$ cat config.mk
export PLATFORM = sky130hd
export DESIGN_NAME = exec_cluster
export DESIGN_NICKNAME = d
export VERILOG_FILES = /design/src/hdl/exec_pkg.sv /design/src/hdl/alu_core.sv /design/src/hdl/branch_cond.sv /design/src/hdl/issue_latch.sv /design/src/hdl/alu_unit.sv /design/src/hdl/complete_stage.sv /design/src/hdl/exec_cluster.sv
export SDC_FILE = /design/constraint.sdc
export NUM_CORES = 1
export LEC_CHECK = 0
export ABC_CLOCK_PERIOD_IN_PS = 22100
export BUFFER_PORTS_ARGS = -buffer_cell sky130_fd_sc_hd__buf_2
export CORE_MARGIN = 2
export CORE_UTILIZATION = 40
export DETAILED_ROUTE_END_ITERATION = 10
export PLACE_DENSITY = 0.6
export SYNTH_ARGS = -nofsm -noshare
export SYNTH_HDL_FRONTEND = slang
export SYNTH_SLANG_ARGS = --single-unit
$ cat constraint.sdc
create_clock -name clock -period 22.1 [get_ports clock]
set_clock_uncertainty 0.05 [all_clocks]
set_input_delay 2.21 -clock clock [delete_from_list [all_inputs] [get_ports clock]]
set_output_delay 2.21 -clock clock [all_outputs]
set_load 0.01 [all_outputs]
$ cat src/hdl/exec_pkg.sv
package exec_pkg;

	localparam int xlen = 32;

	typedef logic [4:0] reg_idx_t; // architectural destination

	// operand A source
	typedef enum logic [1:0] {
		opa_is_rs1  = 2'h0,
		opa_is_npc  = 2'h1,
		opa_is_pc   = 2'h2,
		opa_is_zero = 2'h3
	} opa_select_t;

	// operand B source, codes 6 and 7 unused
	typedef enum logic [2:0] {
		opb_is_rs2   = 3'h0,
		opb_is_i_imm = 3'h1,
		opb_is_s_imm = 3'h2,
		opb_is_b_imm = 3'h3,
		opb_is_u_imm = 3'h4,
		opb_is_j_imm = 3'h5
	} opb_select_t;

	typedef enum logic [3:0] {
		alu_add  = 4'h0,
		alu_sub  = 4'h1,
		alu_slt  = 4'h2,
		alu_sltu = 4'h3,
		alu_and  = 4'h4,
		alu_or   = 4'h5,
		alu_xor  = 4'h6,
		alu_sll  = 4'h7,
		alu_srl  = 4'h8,
		alu_sra  = 4'h9
	} alu_func_t;

	typedef struct packed {
		logic            valid;
		logic [xlen-1:0] pc;
		logic [xlen-1:0] npc;
		logic [xlen-1:0] inst;          // funct3 picks the branch test
		opa_select_t     opa_select;
		opb_select_t     opb_select;
		alu_func_t       alu_func;
		logic            cond_branch;
		logic            uncond_branch; // jal / jalr
		reg_idx_t        dest_reg;
	} issue_packet_t;

	typedef struct packed {
		logic [xlen-1:0] rs1_value;
		logic [xlen-1:0] rs2_value;
	} operand_pair_t;

	typedef struct packed {
		logic            valid;
		reg_idx_t        dest_reg;
		logic [xlen-1:0] alu_result;
		logic [xlen-1:0] link;        // value to write back
		logic            take_branch;
	} exec_result_t;

	typedef struct packed {
		logic            valid;
		reg_idx_t        dest_reg;
		logic [xlen-1:0] wb_value;
		logic            take_branch;
		logic [xlen-1:0] target;
	} completion_t;

	// sign-extended immediates, one per RV32 format
	function automatic logic [xlen-1:0] i_imm(input logic [xlen-1:0] inst);
		return {{20{inst[31]}}, inst[31:20]};
	endfunction

	function automatic logic [xlen-1:0] s_imm(input logic [xlen-1:0] inst);
		return {{20{inst[31]}}, inst[31:25], inst[11:7]};
	endfunction

	function automatic logic [xlen-1:0] b_imm(input logic [xlen-1:0] inst);
		return {{19{inst[31]}}, inst[31], inst[7], inst[30:25], inst[11:8], 1'b0};
	endfunction

	function automatic logic [xlen-1:0] u_imm(input logic [xlen-1:0] inst);
		return {inst[31:12], 12'b0};
	endfunction

	function automatic logic [xlen-1:0] j_imm(input logic [xlen-1:0] inst);
		return {{11{inst[31]}}, inst[31], inst[19:12], inst[20], inst[30:21], 1'b0};
	endfunction

endpackage

$ cat src/hdl/alu_core.sv
`timescale 1ns/1ps

module alu_core (
	input  logic [exec_pkg::xlen-1:0] opa,
	input  logic [exec_pkg::xlen-1:0] opb,
	input  exec_pkg::alu_func_t       func,
	output logic [exec_pkg::xlen-1:0] result
);
	import exec_pkg::*;

	logic signed [xlen-1:0] opa_s;
	logic signed [xlen-1:0] opb_s;
	logic [4:0]             shamt;

	assign opa_s = opa;
	assign opb_s = opb;
	assign shamt = opb[4:0]; // rv32 shifts ignore upper bits

	always_comb begin
		result = '0;
		case (func)
			alu_add: result = opa + opb;
			alu_sub: result = opa - opb;
			alu_slt: begin
				result = {{(xlen-1){1'b0}}, opa_s < opb_s};
			end
			alu_sltu: begin
				result = {{(xlen-1){1'b0}}, opa < opb};
			end
			alu_and: result = opa & opb;
			alu_or:  result = opa | opb;
			alu_xor: result = opa ^ opb;
			alu_sll: result = opa << shamt;
			alu_srl: result = opa >> shamt;
			alu_sra: result = opa_s >>> shamt; // keeps sign
			default: result = '0;
		endcase
	end

endmodule

$ cat src/hdl/branch_cond.sv
`timescale 1ns/1ps

module branch_cond (
	input  logic [exec_pkg::xlen-1:0] rs1,
	input  logic [exec_pkg::xlen-1:0] rs2,
	input  logic [2:0]                func,
	output logic                      cond
);
	import exec_pkg::*;

	logic signed [xlen-1:0] rs1_s;
	logic signed [xlen-1:0] rs2_s;

	assign rs1_s = rs1;
	assign rs2_s = rs2;

	always_comb begin
		cond = 1'b0;
		case (func)
			3'b000:  cond = (rs1 == rs2);     // beq
			3'b001:  cond = (rs1 != rs2);     // bne
			3'b100:  cond = (rs1_s < rs2_s);  // blt
			3'b101:  cond = (rs1_s >= rs2_s); // bge
			3'b110:  cond = (rs1 < rs2);      // bltu
			3'b111:  cond = (rs1 >= rs2);     // bgeu
			default: cond = 1'b0;             // 010 and 011 are not branches
		endcase
	end

endmodule

$ cat src/hdl/issue_latch.sv
`timescale 1ns/1ps

module issue_latch (
	input  logic                    clock,
	input  logic                    reset,
	input  logic                    flush,
	input  logic                    issue_valid,
	input  exec_pkg::issue_packet_t issue,
	input  logic                    ops_ready,
	input  logic                    operand_valid,
	input  exec_pkg::operand_pair_t operands,
	output logic                    busy,
	output exec_pkg::issue_packet_t launch,
	output exec_pkg::operand_pair_t launch_ops
);
	import exec_pkg::*;

	issue_packet_t entry;       // working entry, valid field is the occupancy flag
	operand_pair_t entry_ops;
	logic          ops_held;    // both source values captured
	logic          firing;
	logic          accept;
	logic          late_capture;

	assign firing       = entry.valid && ops_held;
	assign accept       = issue_valid && (!entry.valid || firing); // refill in launch cycle
	assign late_capture = entry.valid && !ops_held && operand_valid;
	assign busy         = entry.valid && !firing;

	// launch only once the entry is complete
	always_comb begin
		launch       = entry;
		launch.valid = firing;
	end

	assign launch_ops = entry_ops;

	always_ff @(posedge clock) begin
		// payload first, occupancy below overrides entry.valid
		if (accept) begin
			entry     <= issue;
			entry_ops <= operands; // garbage when not ready, replaced later
		end else if (late_capture) begin
			entry_ops <= operands;
		end

		if (reset || flush) begin
			entry.valid <= 1'b0;
			ops_held    <= 1'b0;
		end else if (accept) begin
			entry.valid <= 1'b1;
			ops_held    <= ops_ready;
		end else if (firing) begin
			entry.valid <= 1'b0;   // launched, nothing new behind it
			ops_held    <= 1'b0;
		end else if (late_capture) begin
			ops_held <= 1'b1;
		end
	end

endmodule

$ cat src/hdl/alu_unit.sv
`timescale 1ns/1ps

module alu_unit (
	input  logic                    clock,
	input  logic                    reset,
	input  logic                    flush,
	input  exec_pkg::issue_packet_t launch,
	input  exec_pkg::operand_pair_t launch_ops,
	output exec_pkg::exec_result_t  exec
);
	import exec_pkg::*;

	logic [xlen-1:0] opa;
	logic [xlen-1:0] opb;
	logic [xlen-1:0] alu_result;
	logic            cond_true;
	logic            take_branch;

	// operand A
	always_comb begin
		opa = '0;
		case (launch.opa_select)
			opa_is_rs1:  opa = launch_ops.rs1_value;
			opa_is_npc:  opa = launch.npc;
			opa_is_pc:   opa = launch.pc;
			opa_is_zero: opa = '0;
			default:     opa = '0;
		endcase
	end

	// operand B, register or decoded immediate
	always_comb begin
		opb = '0; // codes 6 and 7 fall here
		case (launch.opb_select)
			opb_is_rs2:   opb = launch_ops.rs2_value;
			opb_is_i_imm: opb = i_imm(launch.inst);
			opb_is_s_imm: opb = s_imm(launch.inst);
			opb_is_b_imm: opb = b_imm(launch.inst);
			opb_is_u_imm: opb = u_imm(launch.inst);
			opb_is_j_imm: opb = j_imm(launch.inst);
			default:      opb = '0;
		endcase
	end

	alu_core alu_core_inst (
		.opa    (opa),
		.opb    (opb),
		.func   (launch.alu_func),
		.result (alu_result)
	);

	// comparator always sees the register values, not the muxed operands
	branch_cond branch_cond_inst (
		.rs1  (launch_ops.rs1_value),
		.rs2  (launch_ops.rs2_value),
		.func (launch.inst[14:12]), // funct3
		.cond (cond_true)
	);

	assign take_branch = launch.uncond_branch || (launch.cond_branch && cond_true);

	always_ff @(posedge clock) begin
		if (reset || flush) begin
			exec.valid <= 1'b0;
		end else begin
			exec.valid <= launch.valid;
		end

		if (launch.valid) begin
			exec.dest_reg    <= launch.dest_reg;
			exec.alu_result  <= alu_result;  // also the jump/branch target
			exec.take_branch <= take_branch;
			// jumps link npc, everything else writes the alu result
			exec.link        <= launch.uncond_branch ? launch.npc : alu_result;
		end
	end

endmodule

$ cat src/hdl/complete_stage.sv
`timescale 1ns/1ps

module complete_stage (
	input  logic                   clock,
	input  logic                   reset,
	input  logic                   flush,
	input  exec_pkg::exec_result_t exec,
	output exec_pkg::completion_t  done
);

	// one cycle pulse per executed instruction
	always_ff @(posedge clock) begin
		if (reset || flush) begin
			done.valid <= 1'b0;
		end else begin
			done.valid <= exec.valid;
		end

		if (exec.valid) begin
			done.dest_reg    <= exec.dest_reg;
			done.wb_value    <= exec.link; // link choice already made upstream
			done.take_branch <= exec.take_branch;
			// redirect only when the branch goes
			done.target      <= exec.take_branch ? exec.alu_result : '0;
		end
	end

endmodule

$ cat src/hdl/exec_cluster.sv
`timescale 1ns/1ps

module exec_cluster (
	input  logic                    clock,
	input  logic                    reset,
	input  logic                    flush,
	input  logic                    issue_valid,
	input  exec_pkg::issue_packet_t issue,
	input  logic                    ops_ready,
	input  logic                    operand_valid,
	input  exec_pkg::operand_pair_t operands,
	output logic                    busy,
	output exec_pkg::completion_t   done
);
	import exec_pkg::*;

	issue_packet_t launch;
	operand_pair_t launch_ops;
	exec_result_t  exec;

	issue_latch issue_latch_inst (
		.clock         (clock),
		.reset         (reset),
		.flush         (flush),
		.issue_valid   (issue_valid),
		.issue         (issue),
		.ops_ready     (ops_ready),
		.operand_valid (operand_valid),
		.operands      (operands),
		.busy          (busy),
		.launch        (launch),
		.launch_ops    (launch_ops)
	);

	alu_unit alu_unit_inst (
		.clock      (clock),
		.reset      (reset),
		.flush      (flush),
		.launch     (launch),
		.launch_ops (launch_ops),
		.exec       (exec)
	);

	complete_stage complete_stage_inst (
		.clock (clock),
		.reset (reset),
		.flush (flush),
		.exec  (exec),
		.done  (done)
	);

endmodule

# ---- After elaboration in Yosys (flattened, before gate mapping)
# Cells that the tools add are included.
dict set report word_totals {
  reg_bits 320
  in_bits 183
  output_inout_bits 72
  wordCells 92
}
dict set report classes {
  addsub 2
  n_lt_le_gt_ge 6
  n_eq_ne 24
  shifts 3
  n_mux 12
  bitwise 3
  reduce_logical 19
}
# cell count
set ops {}
lappend ops {{$pmux W32 S10} 1}
lappend ops {{$pmux W32 S6} 1}
lappend ops {{$lt A32 B32 Y1} 4}
lappend ops {{$mux W64} 2}
lappend ops {{$pmux W32 S4} 1}
lappend ops {{$ge A32 B32 Y1} 2}
lappend ops {{$add A32 B32 Y32} 1}
lappend ops {{$and A32 B32 Y32} 1}
lappend ops {{$eq A32 B32 Y1} 1}
lappend ops {{$mux W32} 1}
lappend ops {{$ne A32 B32 Y1} 1}
lappend ops {{$or A32 B32 Y32} 1}
lappend ops {{$shl A32 B5 Y32} 1}
lappend ops {{$shr A32 B5 Y32} 1}
lappend ops {{$sshr A32 B5 Y32} 1}
lappend ops {{$sub A32 B32 Y32} 1}
lappend ops {{$xor A32 B32 Y32} 1}
lappend ops {{$eq A3 B3 Y1 const B} 6}
lappend ops {{$eq A4 B3 Y1 const B} 4}
lappend ops {{$eq A4 B2 Y1 const B} 2}
lappend ops {{$eq A4 B4 Y1 const B} 2}
lappend ops {{$eq A3 B1 Y1 const B} 2}
lappend ops {{$eq A3 B2 Y1 const B} 2}
lappend ops {{$logic_and A1 B1 Y1} 6}
lappend ops {{other kinds (12)} 23}

# ---- Depth between registers and ports, before layout
# Gate-level depths: netlist of the first run.
dict set report depth {
  word_depth 6
  mapped_depth 18
  mapped_depth_nobuf 15
}

# ---- Cells and area by module
# From an unflattened synthesis of the first run, not the netlist that was laid out.
dict set report hier_totals {
  cells_unflattened 2076
  hier_area_um2 21742.1
}
# mod instances cells_per_inst area_each_um2 seq_area_each_um2
set modules_own_cells {}
lappend modules_own_cells {alu_core 1 1205 8194.1 0.0}
lappend modules_own_cells {issue_latch 1 303 6254.7 5325.1}
lappend modules_own_cells {alu_unit 1 331 3952.5 2122.0}
lappend modules_own_cells {complete_stage 1 107 2384.8 2122.0}
lappend modules_own_cells {branch_cond 1 130 955.9 0.0}

# ---- Worst setup path before layout of the first run
# OpenSTA, ideal clock, no wires.
dict set report synth_path {
  kind {input to register}
  startpoint {input port issue_valid}
  endpoint {register issue_latch_inst.entry_ops (netlist bit issue_latch_inst.launch_ops[0]), enable pin}
  setup_time_ns 0.421
  arrival_time_ns 8.240
  t_required_ns 21.629
  path_slack_ns 13.389
  cell_stages 2
  path_buffers 0
  path_cell_list {nor2b_1 > a21o_1}
}
dict set report synth_via {
  elab_chain_len 2
}
# element line_no
set synth_rtl {}
lappend synth_rtl {{start: declaration} exec_cluster.sv:7} ;# input logic issue_valid,
lappend synth_rtl {{$logic_and A1 B1 Y1} issue_latch.sv:26} ;# assign accept = issue_valid && (!entry.valid || firing);
lappend synth_rtl {{$reduce_bool A2 Y1 (no line)} n/a}
lappend synth_rtl {{end signal: assignment} issue_latch.sv:42} ;# entry_ops <= operands;
lappend synth_rtl {{end signal: assignment} issue_latch.sv:44} ;# entry_ops <= operands;
lappend synth_rtl {{end: declaration} issue_latch.sv:19} ;# operand_pair_t entry_ops;
# No other way between the ends.
# A chain may end at the register's enable or synchronous reset.

# ---- Worst setup path after layout of the first run
dict set report layout_path {
  startpoint {register issue_latch_inst.entry (netlist bit issue_latch_inst.launch[14])}
  endpoint {register, netlist name alu_unit_inst.exec[21]}
}
dict set report layout_via {
  elab_chain_len 5
  word_cells_on_any_way 15
  classes_between {add/sub: 2; eq/ne: 3; shift: 3; mux: 3; bitwise: 3; reduce/logical: 1}
}
# element line_no
set layout_rtl {}
lappend layout_rtl {{start: declaration} issue_latch.sv:18} ;# issue_packet_t entry;
lappend layout_rtl {{start signal: assignment} issue_latch.sv:41} ;# entry <= issue;
lappend layout_rtl {{$eq A2 B2 Y1, or another cell as far along} alu_unit.sv:22} ;# case (launch.opa_select)
lappend layout_rtl {{$pmux W32 S4 (*)} alu_unit.sv:22}
lappend layout_rtl {{$sub A32 B32 Y32, or another cell as far along} alu_core.sv:23} ;# alu_sub: result = opa - opb;
lappend layout_rtl {{$pmux W32 S10 (*)} alu_core.sv:21} ;# case (func)
lappend layout_rtl {{named net alu_unit_inst.alu_core_inst.result, one bit} alu_core.sv:7} ;# output logic [exec_pkg::xlen-1:0] result
lappend layout_rtl {{$mux W32 (*)} alu_unit.sv:74} ;# exec.link <= launch.uncond_branch ? launch.npc : alu_result;
# The timed path passes the listed nets; every way through them passes the cells marked *.

==> results of run 1 <==
[cell usage after synthesis (all sizes together) (10+ instances only)]
master / instances / share of area
a21oi: 153 / 0.035
o31a: 13 / 0.0052
nand2b: 16 / 0.0046
buf: 52 / 0.012
o221ai: 25 / 0.010
nand4: 22 / 0.0063
nand2: 123 / 0.021
o21ai: 128 / 0.030
ha: 129 / 0.074
or2: 16 / 0.0046
o311ai: 10 / 0.0044
and3: 15 / 0.0043
mux2i: 118 / 0.054
a31oi: 26 / 0.0074
nor2: 128 / 0.022
o31ai: 21 / 0.0072
a211o: 19 / 0.0076
o2bb2ai: 30 / 0.012
and2: 49 / 0.014
o22ai: 20 / 0.0057
o21a: 46 / 0.016
edfxtp: 309 / 0.42
mux2: 25 / 0.013
inv: 136 / 0.023
nor2b: 19 / 0.0054
nand3: 56 / 0.013
o21bai: 10 / 0.0034
xnor2: 11 / 0.0044
a22oi: 27 / 0.0093
a311oi: 15 / 0.0060
a211oi: 40 / 0.014
nor3: 96 / 0.022
a21o: 28 / 0.0096
nor4: 19 / 0.0060
clkbuf: 100 / 0.017
o211ai: 22 / 0.0076
or3: 23 / 0.0066
[through the flow]
| step | utilization | hold WS, ps | cell area, um^2 | total power [mW] |
|---|---|---|---|---|
| after global placement | 0.441 | 352 | 23800 | 1.24 |
| after detailed placement | 0.441 | 355 | 23800 | 1.24 |
| after CTS | 0.461 | 367 | 24900 | 1.81 |
| final | 0.461 | 363 | 24900 | 1.81 |
| after floorplan | - | 350 | 21800 | 1.04 |
| after global routing | 0.461 | 371 | 24900 | 1.88 |
[worst reg2reg max path, stage by stage (launching register included)]
cell       delay, ps
edfxtp_1         320
buf_4            430
nor2b_4          880
o2bb2ai_1        440
ha_1             530
nor3b_1          100
o31a_1           320
a211oi_1         520
o32ai_1          220
o311ai_1         690
a21oi_1          160
o31ai_1          710
nand4_1          410
mux2_2           400
[per-layer routing]
metal	global-route usage	share of wire	up-vias	routed length [um]
met2	0.505	0.45	1051	41700
met3	0.0574	0.073	231	6880
met5	0	0	-	0
met4	0.196	0.070	0	6520
li1	-	-	8912	-
met1	0.425	0.41	9624	38600
[final cells by class]
cell class,count,share of cell area
clock buffer,45,0.0367
inverter,137,0.0207
clock inverter,17,0.00714
timing repair buffer,304,0.0670
sequential,313,0.376
tap,696,0.0350
multi-input combinational,1625,0.457
[flip-flops by register name, summed over array words and instances (netlist names)]
register                     count
complete_stage_inst.done        71
alu_unit_inst.exec              71
issue_latch_inst.launch        105
issue_latch_inst.launch_ops     64
issue_latch_inst.entry           1
issue_latch_inst.ops_held        1
[cells by family after synthesis]
kind of cell	after synthesis
flops	313
buf+inv	289
mux	143
simple gates	619
xor+xnor	14
compound gates	718
fa+ha+maj	131
[worst paths after layout]
path	to	cells after the start	slack (ps)
max	alu_unit_inst.exec[21]	13	15670
min	complete_stage_inst.done[44]	0	360
max reg2reg	alu_unit_inst.exec[21]	13	15670
min reg2reg	complete_stage_inst.done[44]	0	360
[power by group through the flow]
stage                     clock network [mW]  registers (mW)  logic, mW
after detailed placement                   0           0.710      0.531
after global placement                     0           0.710      0.530
after floorplan                            0           0.703      0.335
after CTS                              0.573           0.698      0.534
after global routing                   0.594           0.699      0.583
final                                  0.561           0.698      0.551
==> tab_implementation.tex, run 1 <==
\begin{tabular}{lr}
\hline
Metric & Value \\
\hline
\multicolumn{2}{l}{\textbf{Timing}} \\
\quad Setup repair after global routing missed its margin & no \\
\quad Total count of hold-check failures in the final report & 0 \\
\quad Setup WS post-layout & 15670 ps \\
\quad Relative slew margins & 0.0643 \\
\quad Final max-slew violation count & 0 \\
\quad Transition time at the pin with the least slew margin & 1390 ps \\
\quad Min Tclk post-route & 6430 ps \\
\quad Peak clock frequency supported by timing & 0.156 GHz \\
\quad Final sum of negative setup slack & 0 ps \\
\quad Final critical-path share of the clock period & 0.291 \\
\quad Setup-violating endpoint count in the final report & 0 \\
\multicolumn{2}{l}{\textbf{Setup path}} \\
\quad Worst EP arrival & 6680 ps \\
\quad Largest delay contributor family on the critical path & compound AO/OA/AOI/OAI gates \\
\quad CP Class & flop to flop \\
\quad Sort of element at the start of the critical path & flop \\
\quad Worst R2R Start & issue\_latch\_inst.launch[14] \\
\quad Worst endpoint required time & 22350 ps \\
\quad Largest driver fanout on the critical path & 36 \\
\quad Critical Path Sink Type & flop \\
\quad Stage delay of the slowest cell on the critical path & 880 ps \\
\quad Worst-path cell chain & buf\_4 -> nor2b\_4 -> o2bb2ai\_1 -> ha\_1 -> nor3b\_1 -> o31a\_1 -> a211oi\_1 -> o32ai\_1 -> o311ai\_1 -> a21oi\_1 -> o31ai\_1 -> nand4\_1 -> mux2\_2 \\
\quad Total buffers and inverters traversed by the critical path & 1 \\
\quad Worst-path cell with the longest stage delay & nor2b\_4 \\
\quad Startpoint of the most critical setup path & issue\_latch\_inst.launch[14] \\
\multicolumn{2}{l}{\textbf{Synthesis}} \\
\quad Synthesis warning total & 0 \\
\quad Synthesized flop and latch total & 313 \\
\quad Main combinational cell family by area after synthesis & compound AO/OA/AOI/OAI gates \\
\quad Share of synthesized cell area in and, or, nand and nor gates & 0.144 \\
\quad Synth unique cells & 90 \\
\quad Synthesized-area fraction occupied by adder cells & 0.0757 \\
\quad Primary flip-flop cell chosen by synthesis mapping & edfxtp\_1 \\
\quad Xor/xnor cell area share of the yosys netlist & 0.00561 \\
\quad Synth async-reset ratio & 0 \\
\quad Complex-gate fraction of the synthesized area & 0.226 \\
\quad Mean Syn Cell Area & 9.81 um\^{}2 \\
\quad Cells after Synth & 2227 \\
\quad Cell area after technology mapping & 0.0218 mm\^{}2 \\
\quad Post-Syn Nets & 2541 \\
\quad Sequential cell area fraction in the yosys report & 0.429 \\
\quad Mux cell area share after synthesis & 0.0670 \\
\quad Number of flops mapped to enable cells by yosys & 309 \\
\multicolumn{2}{l}{\textbf{Min path}} \\
\quad Kind of path behind the tightest hold check & flop to flop \\
\quad Start point of the worst hold path & alu\_unit\_inst.exec[12] \\
\multicolumn{2}{l}{\textbf{Clocking}} \\
\quad Quantity of hold-fixing buffers added after cts & 0 \\
\quad Sinks on the clock net & 313 \\
\quad CTS H-tree depth & 2 \\
\quad Max Buffers Root-to-Sink & 3 \\
\quad Inserted Clock Buffers & 34 \\
\quad Clock Latency Late Sink & 560 ps \\
\quad Clock-pin slew on the worst setup and hold paths & 70 ps \\
\quad Post CTS Setup Buffer Count & 0 \\
\quad Clock tree from TritonCTS & done \\
\quad Count of cells resized by post-cts repair & 0 \\
\quad Root Driver & clkbuf\_16 \\
\multicolumn{2}{l}{\textbf{Route}} \\
\quad First drt pass iteration count & 6 \\
\quad Total Routed Length & 93700 um \\
\quad Routed wire per std cell & 29.9 um \\
\quad Drt first-iter violations & 2381 \\
\quad Number of design rule violations left after detail routing & 0 \\
\quad Via count normalized by instance count & 6.32 \\
\quad Vias post-DR & 19800 \\
\quad Remaining number of nets flagged by the antenna check after routing & 0 \\
\multicolumn{2}{l}{\textbf{Global routing}} \\
\quad GRT overflow & 0 \\
\quad First-pass GRT wire length & 133000 um \\
\quad Initial antenna violation count & 3 \\
\quad Largest net degree at the start of global routing & 72 \\
\quad GR Util All Layers & 0.325 \\
\quad Number of global-route vias before repair & 19100 \\
\multicolumn{2}{l}{\textbf{Floorplan}} \\
\quad Area of the placeable core & 0.0539 mm\^{}2 \\
\quad Height of the die & 238 um \\
\quad I/O pins & 255 \\
\quad Std cell rows & 85 \\
\quad Die extent in x & 238 um \\
\quad Initial core utilization & 0.405 \\
\quad Area enclosed by the die boundary & 0.0565 mm\^{}2 \\
\multicolumn{2}{l}{\textbf{Finish}} \\
\quad Most frequent standard cell in the layout excluding fill and tap cells & edfxtp\_1 \\
\quad Share of post-route cells with drive strength above 1 & 0.174 \\
\quad Sequential Area & 0.00936 mm\^{}2 \\
\quad Fill cell instance count of the final layout & 5120 \\
\quad Nets & 2729 \\
\quad Signed area change from the synthesized netlist to the final layout & 13.9\% \\
\quad Post-layout instance count excluding filler cells & 3137 \\
\quad Multi-input gate area & 0.0114 mm\^{}2 \\
\quad Highest-count cells in the layout ignoring fill and taps & edfxtp\_1 (309), buf\_2 (246), a21oi\_1 (152), inv\_1 (134), ha\_1 (129) \\
\quad Total inserted antenna cells & 0 \\
\multicolumn{2}{l}{\textbf{Power}} \\
\quad Clock network fraction of design power & 0.310 \\
\quad Share of power burned in registers & 0.386 \\
\quad Combinational fraction of design power & 0.304 \\
\quad Power per Cell Area & 72.7 mW/mm\^{}2 \\
\quad Switching power & 0.627 mW \\
\quad Power Internal & 1.18 mW \\
\quad Static Leak & 9.87 nW \\
\quad Net Sw Frac & 0.347 \\
\quad VDD IR-drop max & 0.0552 mV \\
\multicolumn{2}{l}{\textbf{Status}} \\
\quad Status & completed \\
\multicolumn{2}{l}{\textbf{Placement}} \\
\quad Routability congestion estimate from global placement & 1.02 \\
\quad Port Buf Inserts & 246 \\
\quad Worst Setup Slack post-DPL & 15750 ps \\
\quad Cells after DPL & 3075 \\
\quad HPWL after DPL & 72300 um \\
\multicolumn{2}{l}{\textbf{Flow run}} \\
\quad Max-capacitance violation count & 0 \\
\hline
\end{tabular}
Power figures use the tool's default switching activity.
==> run 2, diff against run 1 <==
--- a/config.mk
+++ b/config.mk
@@ -5,12 +5,12 @@
 export SDC_FILE = /design/constraint.sdc
 export NUM_CORES = 1
 export LEC_CHECK = 0
-export ABC_CLOCK_PERIOD_IN_PS = 22100
+export ABC_CLOCK_PERIOD_IN_PS = 5550
 export BUFFER_PORTS_ARGS = -buffer_cell sky130_fd_sc_hd__buf_2
 export CORE_MARGIN = 2
 export CORE_UTILIZATION = 40
 export DETAILED_ROUTE_END_ITERATION = 10
-export PLACE_DENSITY = 0.6
+export PLACE_DENSITY = 0.62
 export SYNTH_ARGS = -nofsm -noshare
 export SYNTH_HDL_FRONTEND = slang
 export SYNTH_SLANG_ARGS = --single-unit
==> constraint.sdc (replaced) <==
create_clock -name clock -period 5.55 [get_ports clock]
set_clock_uncertainty 0.05 [all_clocks]
set_input_delay 0.555 -clock clock [delete_from_list [all_inputs] [get_ports clock]]
set_output_delay 0.555 -clock clock [all_outputs]
set_load 0.01 [all_outputs]
==> run 2 against run 1 <==
  * Global-route usage rose by 1.4 points
  * Final cell count rose by 1.9%
  * Clock-buffer cell count did not move
  * Non-clock buffer count rose by 60
  * Flip-flop and latch count did not move
  * Highest routed layer is now met5
  * Design area rose by 1.8%
  * Die area did not move
  * Sequential share of layout area fell by 0.68 points
  * Critical path depth did not move
==> tab_implementation.tex, run 2 (synthesis gave the netlist of run 1 again) <==
\begin{tabular}{lr}
\hline
Metric & Value \\
\hline
\multicolumn{2}{l}{\textbf{Setup path}} \\
\quad Worst EP arrival & 5500 ps \\
\quad Worst-path cell with the longest stage delay & nor2b\_2 \\
\quad Stage delay of the slowest cell on the critical path & 760 ps \\
\quad Largest driver fanout on the critical path & 20 \\
\quad Total buffers and inverters traversed by the critical path & 2 \\
\quad Worst endpoint required time & 5750 ps \\
\quad Largest delay contributor family on the critical path & simple AND/OR/NAND/NOR gates \\
\quad CP Class & flop to flop \\
\quad Sort of element at the start of the critical path & flop \\
\quad Critical Path Sink Type & flop \\
\quad Worst-path cell chain & nor2b\_2 -> o2bb2ai\_1 -> ha\_1 -> or3\_1 -> or4\_1 -> nor4\_1 -> buf\_4 -> o311ai\_1 -> buf\_4 -> a211o\_1 -> a22oi\_1 -> xnor2\_1 -> o221ai\_1 \\
\quad Cell occurring most often along the worst timing path & buf\_4 \\
\multicolumn{2}{l}{\textbf{Clocking}} \\
\quad Root Driver & clkbuf\_16 \\
\quad Post CTS Setup Buffer Count & 0 \\
\quad Clock tree from TritonCTS & done \\
\quad Max Buffers Root-to-Sink & 3 \\
\quad Inserted Clock Buffers & 34 \\
\quad Clock-pin slew on the worst setup and hold paths & 60 ps \\
\quad Quantity of hold-fixing buffers added after cts & 0 \\
\quad Count of cells resized by post-cts repair & 0 \\
\quad Clock Latency Late Sink & 550 ps \\
\quad CTS H-tree depth & 2 \\
\quad Sinks on the clock net & 313 \\
\multicolumn{2}{l}{\textbf{Finish}} \\
\quad Fill cell instance count of the final layout & 5050 \\
\quad Most frequent standard cell in the layout excluding fill and tap cells & edfxtp\_1 \\
\quad Flip-flop count of the largest register after layout & 105 \\
\quad Signed area change from the synthesized netlist to the final layout & 16.0\% \\
\quad Nets & 2789 \\
\quad Post-layout instance count excluding filler cells & 3196 \\
\quad Highest-count cells in the layout ignoring fill and taps & edfxtp\_1 (309), buf\_2 (246), a21oi\_1 (152), inv\_1 (134), ha\_1 (129) \\
\quad Share of post-route cells with drive strength above 1 & 0.193 \\
\multicolumn{2}{l}{\textbf{Floorplan}} \\
\quad Area enclosed by the die boundary & 0.0565 mm\^{}2 \\
\quad I/O pins & 255 \\
\quad Height of the die & 238 um \\
\quad Area of the placeable core & 0.0539 mm\^{}2 \\
\quad Die extent in x & 238 um \\
\quad Initial core utilization & 0.405 \\
\quad Std cell rows & 85 \\
\multicolumn{2}{l}{\textbf{Route}} \\
\quad Routed wire per std cell & 30.4 um \\
\quad Via count normalized by instance count & 6.34 \\
\quad Number of design rule violations left after detail routing & 0 \\
\quad Vias post-DR & 20300 \\
\quad Remaining number of nets flagged by the antenna check after routing & 0 \\
\quad Drt first-iter violations & 2281 \\
\quad Total Routed Length & 97200 um \\
\quad First drt pass iteration count & 7 \\
\multicolumn{2}{l}{\textbf{Global routing}} \\
\quad Met1 global-route usage & 0.425 \\
\quad Met3 layer usage reported by global route & 0.0721 \\
\quad GR Util All Layers & 0.339 \\
\quad Initial antenna violation count & 4 \\
\quad Number of global-route vias before repair & 19700 \\
\quad Met2 Usage GRT & 0.529 \\
\quad GRT overflow & 0 \\
\quad Largest net degree at the start of global routing & 72 \\
\quad First-pass GRT wire length & 138000 um \\
\quad GRT busiest layer & met2 \\
\multicolumn{2}{l}{\textbf{Placement}} \\
\quad Port Buf Inserts & 246 \\
\quad HPWL after DPL & 76100 um \\
\quad Cells after DPL & 3135 \\
\quad Routability congestion estimate from global placement & 1.06 \\
\multicolumn{2}{l}{\textbf{Status}} \\
\quad Status & completed \\
\multicolumn{2}{l}{\textbf{Timing}} \\
\quad Final critical-path share of the clock period & 0.955 \\
\quad Total count of hold-check failures in the final report & 0 \\
\quad Relative slew margins & 0.154 \\
\quad Final sum of negative setup slack & 0 ps \\
\quad Transition time at the pin with the least slew margin & 1260 ps \\
\quad Setup-violating endpoint count in the final report & 0 \\
\quad Setup repair after global routing missed its margin & no \\
\quad Min Tclk post-route & 5300 ps \\
\quad Final max-slew violation count & 0 \\
\quad Peak clock frequency supported by timing & 0.189 GHz \\
\multicolumn{2}{l}{\textbf{Min path}} \\
\quad Kind of path behind the tightest hold check & input pin to flop \\
\multicolumn{2}{l}{\textbf{Power}} \\
\quad VDD IR-drop max & 0.257 mV \\
\quad Power per Cell Area & 289 mW/mm\^{}2 \\
\quad Static Leak & 10.2 nW \\
\multicolumn{2}{l}{\textbf{Flow run}} \\
\quad Max-capacitance violation count & 0 \\
\hline
\end{tabular}
## run 2: path summary, 6_finish.rpt
| check | start | endpoint | slack, ps | cells after the start |
|---|---|---|---|---|
| max | issue_latch_inst.launch[15] | alu_unit_inst.exec[25] | 250 | 13 |
| min | issue[87] | issue_latch_inst.launch[87] | 130 | 1 |
| max reg2reg | issue_latch_inst.launch[15] | alu_unit_inst.exec[25] | 250 | 13 |
| min reg2reg | alu_unit_inst.exec[5] | complete_stage_inst.done[37] | 370 | 0 |
## run 2: area by class of cell
type	instances	area, um^2	share of cell area
timing repair buffer	364	2130	0.0840
clock inverter	14	170	0.00672
multi-input combinational	1625	11400	0.449
clock buffer	45	913	0.0360
antenna	2	5.00	0.000198
inverter	137	514	0.0203
tap	696	871	0.0344
sequential	313	9360	0.370
## run 2: power breakdown
part	leakage [nW]	switching, mW	internal [mW]
clock	0.530	0.906	1.31
combinational	6.69	1.58	0.758
sequential	2.95	0.0666	2.71
total	10.2	2.55	4.78
## run 2: metal layers
metal  up-vias  share of wire
li1       9020              -
met1      9822           0.39
met2      1146           0.44
met3       274          0.087
met4         6          0.078
met5         -        0.00034
## run 2: metrics by stage
stage | hold WS, ps | worst slack, ps | total power [mW] | cell area, um^2 | util
after floorplan | 350 | 384 | 4.13 | 21800 | -
after detailed placement | 355 | 416 | 5.06 | 24200 | 0.450
final | 129 | 247 | 7.33 | 25300 | 0.470
after CTS | 109 | 376 | 7.28 | 25300 | 0.470
after global placement | 351 | 467 | 5.05 | 24200 | 0.450
after global routing | 121 | 104 | 7.58 | 25300 | 0.470
